$ cat config.mk
export PLATFORM = sky130hd
export DESIGN_NAME = axi_write_master
export DESIGN_NICKNAME = d
export VERILOG_FILES = /design/src/axi_write_pkg.sv /design/src/axi_response_channel.sv /design/src/axi_source_channel.sv /design/src/axi_write_command_buffer.sv /design/src/axi_write_master.sv /design/src/axi_write_sequencer.sv
export SDC_FILE = /design/constraint.sdc
export NUM_CORES = 1
export LEC_CHECK = 0
export BUFFER_PORTS_ARGS = -buffer_cell sky130_fd_sc_hd__buf_2
export CORE_MARGIN = 2
export CORE_UTILIZATION = 30
export CTS_CLUSTER_SIZE = 16
export DETAILED_ROUTE_END_ITERATION = 10
export PLACE_DENSITY = 0.65
export SLEW_MARGIN = 20
export SYNTH_ARGS = -nofsm -noshare
export SYNTH_HDL_FRONTEND = slang
export SYNTH_SLANG_ARGS = --single-unit
$ cat constraint.sdc
create_clock -name clock -period 14.1 [get_ports clock]
set_clock_uncertainty 0.2 [all_clocks]
set_input_delay 2.82 -clock clock [delete_from_list [all_inputs] [get_ports clock]]
set_output_delay 2.82 -clock clock [all_outputs]
set_load 0.005 [all_outputs]
$ cat src/axi_write_pkg.sv
/*
 * AXI4-Lite write master shared definitions
 * Bus widths, response codes, channel payloads and sequencer phases
 */

package axi_write_pkg;

    // ------------------------------------------------------------------------
    // Bus widths

    // Address and data width of the AXI4-Lite bus
    localparam int ADDR_WIDTH = 32;
    localparam int DATA_WIDTH = 32;

    // One strobe bit per data byte
    localparam int STRB_WIDTH = DATA_WIDTH / 8;

    // AWPROT width, fixed by the protocol
    localparam int PROT_WIDTH = 3;

    // ------------------------------------------------------------------------
    // Response codes as carried on BRESP

    typedef enum logic [1:0] {
        OKAY   = 2'b00,
        EXOKAY = 2'b01,
        SLVERR = 2'b10,
        DECERR = 2'b11
    } axi_resp_t;

    // ------------------------------------------------------------------------
    // Channel payloads

    // Write address channel, 35 bits
    typedef struct packed {
        logic [ADDR_WIDTH-1:0] addr;
        logic [PROT_WIDTH-1:0] prot;
    } aw_payload_t;

    // Write data channel, 36 bits
    typedef struct packed {
        logic [DATA_WIDTH-1:0] data;
        logic [STRB_WIDTH-1:0] strb;
    } w_payload_t;

    // Full client command, address part in the upper bits
    typedef struct packed {
        aw_payload_t aw;
        w_payload_t  w;
    } write_cmd_t;

    // ------------------------------------------------------------------------
    // Sequencer phases, one per AXI write channel

    typedef enum logic [1:0] {
        PHASE_ADDR = 2'd0,
        PHASE_DATA = 2'd1,
        PHASE_RESP = 2'd2
    } write_phase_t;

endpackage

$ cat src/axi_response_channel.sv
/*
 * AXI write response channel controller
 * Accepts BRESP while enabled and hands it to the client
 */

module axi_response_channel (
    // From the sequencer
    input  logic                     enable,

    // AXI write response channel
    input  logic                     bvalid,
    input  axi_write_pkg::axi_resp_t bresp,
    output logic                     bready,

    // Completion towards client and buffer
    output logic                     done,
    output axi_write_pkg::axi_resp_t resp
);

    // ------------------------------------------------------------------------
    // Ready

    // Only in the response phase
    always_comb begin
        bready = enable;
    end

    // ------------------------------------------------------------------------
    // Completion

    // Transfer cycle on the B channel
    always_comb begin
        done = bready && bvalid;
    end

    // Response code passed through untouched, meaningful with done only
    always_comb begin
        resp = bresp;
    end

endmodule

$ cat src/axi_source_channel.sv
/*
 * Outbound AXI valid/ready channel controller
 * Presents a payload while enabled and reports done on the handshake
 */

module axi_source_channel #(
    parameter type payload_t = logic
) (
    // From the sequencer
    input  logic     enable,

    // From the command buffer
    input  logic     payload_present,
    input  payload_t payload_in,

    // AXI channel
    input  logic     ready,
    output logic     valid,
    output payload_t payload_out,

    // Back to the sequencer
    output logic     done
);

    // ------------------------------------------------------------------------
    // Valid generation

    // Channel active only in its own phase with a command in the buffer.
    // Both inputs are registered and hold until the handshake, so valid
    // stays up without any local state.
    always_comb begin
        valid = enable && payload_present;
    end

    // ------------------------------------------------------------------------
    // Payload

    // Straight from the held command, stable for the whole phase
    always_comb begin
        payload_out = payload_in;
    end

    // ------------------------------------------------------------------------
    // Handshake

    // High only in the cycle the transfer happens
    always_comb begin
        done = valid && ready;
    end

endmodule

$ cat src/axi_write_command_buffer.sv
/*
 * One-entry write command buffer
 * Holds a client command from acceptance until its write response completes
 */

module axi_write_command_buffer (
    input  logic                    clock,
    input  logic                    rst_n,

    // Client side
    input  logic                    cmd_valid,
    input  axi_write_pkg::write_cmd_t cmd,
    output logic                    cmd_ready,

    // Held command towards the channel controllers
    output logic                    cmd_held,
    output axi_write_pkg::write_cmd_t held_cmd,

    // Pulse from the response controller
    input  logic                    release_cmd
);

    // Buffer occupancy
    logic full;

    // Client may only hand over a command while empty
    logic accept;

    // ------------------------------------------------------------------------
    // Occupancy flag

    always_comb begin
        accept = cmd_valid && !full;
    end

    always_ff @(posedge clock) begin
        if (!rst_n) begin
            full <= 1'b0;
        end else if (accept) begin
            full <= 1'b1;
        end else if (release_cmd) begin
            // Response done, entry free again
            full <= 1'b0;
        end
    end

    // ------------------------------------------------------------------------
    // Command storage

    // Loaded only on accept, stays put until the next one
    always_ff @(posedge clock) begin
        if (accept) begin
            held_cmd <= cmd;
        end
    end

    // Ready level is just the empty flag
    assign cmd_ready = !full;
    assign cmd_held  = full;

endmodule

$ cat src/axi_write_master.sv
/*
 * AXI4-Lite write master
 * Takes one client write command at a time and runs the address, data and
 * response transactions in strict order, returning the slave's BRESP
 */

module axi_write_master (
    input  logic                        clock,
    input  logic                        rst_n,

    // Client command
    input  logic                        cmd_valid,
    input  axi_write_pkg::write_cmd_t   cmd,
    output logic                        cmd_ready,

    // Client completion
    output logic                        wr_done,
    output axi_write_pkg::axi_resp_t    wr_resp,

    // AXI write address channel
    output logic                        awvalid,
    input  logic                        awready,
    output axi_write_pkg::aw_payload_t  aw,

    // AXI write data channel
    output logic                        wvalid,
    input  logic                        wready,
    output axi_write_pkg::w_payload_t   w,

    // AXI write response channel
    input  logic                        bvalid,
    output logic                        bready,
    input  axi_write_pkg::axi_resp_t    bresp
);

    import axi_write_pkg::*;

    // ------------------------------------------------------------------------
    // Internal wiring

    // Buffered command
    write_cmd_t held_cmd;
    logic       cmd_held;

    // Sequencer enables
    logic aw_enable;
    logic w_enable;
    logic b_enable;

    // Controller dones
    logic aw_done;
    logic w_done;
    logic b_done;

    // ------------------------------------------------------------------------
    // Command buffer, freed by the response handshake

    axi_write_command_buffer buffer0 (
        .clock       (clock),
        .rst_n       (rst_n),
        .cmd_valid   (cmd_valid),
        .cmd         (cmd),
        .cmd_ready   (cmd_ready),
        .cmd_held    (cmd_held),
        .held_cmd    (held_cmd),
        .release_cmd (b_done)
    );

    // ------------------------------------------------------------------------
    // Phase sequencing

    axi_write_sequencer sequencer0 (
        .clock     (clock),
        .rst_n     (rst_n),
        .aw_enable (aw_enable),
        .aw_done   (aw_done),
        .w_enable  (w_enable),
        .w_done    (w_done),
        .b_enable  (b_enable),
        .b_done    (b_done)
    );

    // ------------------------------------------------------------------------
    // Channel controllers

    // Write address
    axi_source_channel #(
        .payload_t (aw_payload_t)
    ) aw_channel0 (
        .enable          (aw_enable),
        .payload_present (cmd_held),
        .payload_in      (held_cmd.aw),
        .ready           (awready),
        .valid           (awvalid),
        .payload_out     (aw),
        .done            (aw_done)
    );

    // Write data
    axi_source_channel #(
        .payload_t (w_payload_t)
    ) w_channel0 (
        .enable          (w_enable),
        .payload_present (cmd_held),
        .payload_in      (held_cmd.w),
        .ready           (wready),
        .valid           (wvalid),
        .payload_out     (w),
        .done            (w_done)
    );

    // Write response, its done doubles as the client's completion pulse
    axi_response_channel b_channel0 (
        .enable (b_enable),
        .bvalid (bvalid),
        .bresp  (bresp),
        .bready (bready),
        .done   (b_done),
        .resp   (wr_resp)
    );

    assign wr_done = b_done;

endmodule

$ cat src/axi_write_sequencer.sv
/*
 * AXI4-Lite write sequencer
 * Enables the address, data and response channel controllers in turn,
 * stepping on the done of whichever one is currently enabled
 */

module axi_write_sequencer (
    input  logic clock,
    input  logic rst_n,

    // Write address controller
    output logic aw_enable,
    input  logic aw_done,

    // Write data controller
    output logic w_enable,
    input  logic w_done,

    // Write response controller
    output logic b_enable,
    input  logic b_done
);

    import axi_write_pkg::*;

    write_phase_t phase;
    write_phase_t phase_next;

    // Dones after masking with the matching enable
    logic aw_step;
    logic w_step;
    logic b_step;

    // ------------------------------------------------------------------------
    // Phase decode, exactly one enable high

    always_comb begin
        aw_enable = (phase == PHASE_ADDR);
        w_enable  = (phase == PHASE_DATA);
        b_enable  = (phase == PHASE_RESP);
    end

    // Ignore dones from idle controllers
    always_comb begin
        aw_step = aw_enable && aw_done;
        w_step  = w_enable  && w_done;
        b_step  = b_enable  && b_done;
    end

    // ------------------------------------------------------------------------
    // Transitions: address -> data -> response -> address

    always_comb begin
        phase_next = phase;
        case (phase)
            PHASE_ADDR: if (aw_step) phase_next = PHASE_DATA;
            PHASE_DATA: if (w_step)  phase_next = PHASE_RESP;
            PHASE_RESP: if (b_step)  phase_next = PHASE_ADDR;
            // Unused encoding falls back to the start
            default:    phase_next = PHASE_ADDR;
        endcase
    end

    always_ff @(posedge clock) begin
        if (!rst_n) begin
            phase <= PHASE_ADDR;
        end else begin
            phase <= phase_next;
        end
    end

endmodule

==> results.cfg <==
[setup_path]
crit_type = input port to output pin
startpoint_type = input port
cp.required_ns = 11.08
path_max_fanout = 3
crit_family = buffers and inverters
cp_slowest_stage_delay_ns = 0.12
path_cells = buf_2, and2_1, buf_2
crit_path_frequent_cell = buf_2
crit_slowest_cell = and2_1
critPathBufInv = 2
critPathArrivalTime_ns = 3.17
critPathCaptureType = output pin

[layout]
instances_no_fill = 357
final_layout_size_suffix_gt1_share_pct = 65.9
layout_common_cells = 152 x buf_2, 71 x edfxtp_1, 9 x clkbuf_8
diodes = 0
layout_commonest_cell = buf_2
fin_nets = 332
finish.instance_area_um2 = 3460
final_core_util_pct = 47.2
area_growth_syn_to_layout_pct = 49.8

[route]
wl_per_cell_um = 13.7
drtIter0Drc = 16
routed_wl_um = 4900
num_vias = 1449
via_per_inst = 4.06
drt_pass1_iterations = 4
ant_nets = 0
route.detailed.drc = 0

[clocking]
numCtsBuffers = 9
clk_latency_ns = 0.33
cts_setup_buffers = 0
clk_pin_slew_worst_paths_ns = 0.08
htreeDepth = 3
clock_path_buffers = 2
clockRootBuffer = clkbuf_8
ctsHoldBuffers = 0
cts_tree = yes
clock_sinks = 74
post_cts_resized = 0

[global_routing]
grtUsageTotal_pct = 11.5
grt_pass1_vias = 1407
overflow = 0
grt_max_degree = 72
grt_pass1_wl_um = 7200
grt_antenna_before_repair = 0

[placement]
place_inst = 341
place_area_um2 = 3190
gp_congestion = 0.708
dp_hpwl_um = 3660
port_buffers = 152
place_ws_ns = 7.91

[timing]
fmax_mhz = 162
hold_slack_ns = 0.364
finalSetupTns_ns = 0
maxSlewHeadroom_pct = 42.6
setup_viol = 0
post-route-period-util_pct = 43.9
rsz0062_at_grt = false
final_hold_viol_count = 0
final.min_clock_period_ns = 6.19
setup_ws_ns = 7.91
worstMarginPinSlew_ns = 0.861
finalMaxSlewViolations = 0

[synthesis]
avgSynthCellArea_um2 = 25.4
syn_nets = 170
synth_cell_types = 17
synth_seq_cells = 74
syn_area_um2 = 2310
synth_top_area_cell = edfxtp_1
synth_area_leaders = edfxtp_1 92%, dfxtp_1 2.6%, buf_4 0.65%, nor2b_1 0.54%, a21bo_2 0.43%
synthCells = 91
yosysWarnings = 0
synth_top_area_share_pct = 92.4
yosysSeqAreaShare_pct = 95.0

[floorplanning]
initial_core_util_pct = 31.5
die_h_um = 91.7
ios = 157
rows = 31
die_w_um = 91.7
dieArea_um2 = 8410
core_um2 = 7330

[status]
outcome = finished, final reports clean

[power]
peakVddDrop_mv = 0.0627
pwr_density_cell_nw_per_um2 = 145
power_mw = 0.501
cellLeakagePower_nw = 1.48

[hold_path]
hp-class = register to register

[job]
drv_cap = 0
==> final timing paths <==
path	start	cells after the start	to	slack, ns
max	bvalid	3	wr_done	7.91
min	sequencer0.phase[0]$_SDFFE_PN0P_	2	sequencer0.phase[1]$_SDFFE_PN0P_	0.36
max reg2reg	buffer0.cmd_held$_SDFFE_PN0P_	2	buffer0.held_cmd[39]$_DFFE_PP_	12.29
min reg2reg	sequencer0.phase[0]$_SDFFE_PN0P_	2	sequencer0.phase[1]$_SDFFE_PN0P_	0.36
==> state kept, by name (all words and copies together) (netlist names) <==
name	count
buffer0.held_cmd	71
sequencer0.phase	2
buffer0.cmd_held	1
==> cell type report <==
cell class	count	area (um2)
Inverter	1	3.75
Timing Repair Buffer	153	768
Clock buffer	10	128
Multi-Input combinational cell	14	104
Sequential cell	74	2190
Fill cell	676	3870
Tap cell	99	124
Clock inverter	6	138
==> cell families after synthesis <==
family                 Yosys count  share of synthesized area (%)
flip-flops                      74                           95.0
AND/OR/NAND/NOR                  9                           2.71
buffers and inverters            3                          0.813
AO/OA/AOI/OAI                    5                           1.46
==> synth_stat cells <==
| cell type | n |
|---|---|
| edfxtp_1 | 71 |
| dfxtp_1 | 3 |
| buf_4 | 2 |
| nor2b_1 | 2 |
| a21bo_2 | 1 |
| a21boi_1 | 1 |
| a21oi_1 | 1 |
| a31oi_1 | 1 |
| and2_1 | 1 |
| inv_1 | 1 |
| nand2b_1 | 1 |
| nand3b_1 | 1 |
| nand4b_1 | 1 |
| nor3_1 | 1 |
| nor3b_1 | 1 |
| o21ai_0 | 1 |
| or3b_1 | 1 |
==> power by group <==
part	total (mW)	switching, mW	internal, mW
registers	0.258	0.00313	0.255
logic	0.0300	0.0145	0.0156
clock network	0.213	0.0761	0.136
total	0.501	0.0937	0.407
==> per-layer routing <==
layer | global-route usage, % | wire length, um | vias to the layer above
li1 | - | - | 683
met1 | 13.7 | 1970 | 655
met2 | 17.7 | 2270 | 106
met3 | 5.42 | 621 | 5
met4 | 5.60 | 41 | 0
met5 | 0 | 0 | -
==> worst register-to-register path: cells and delay by family (launching register included) <==
family / cells / cell delay, ns
DFF: 1 / 0.40
buffers and inverters: 1 / 0.66
and+or+nand+nor: 1 / 0.13
No activity file was read; power rests on OpenSTA's default activity.
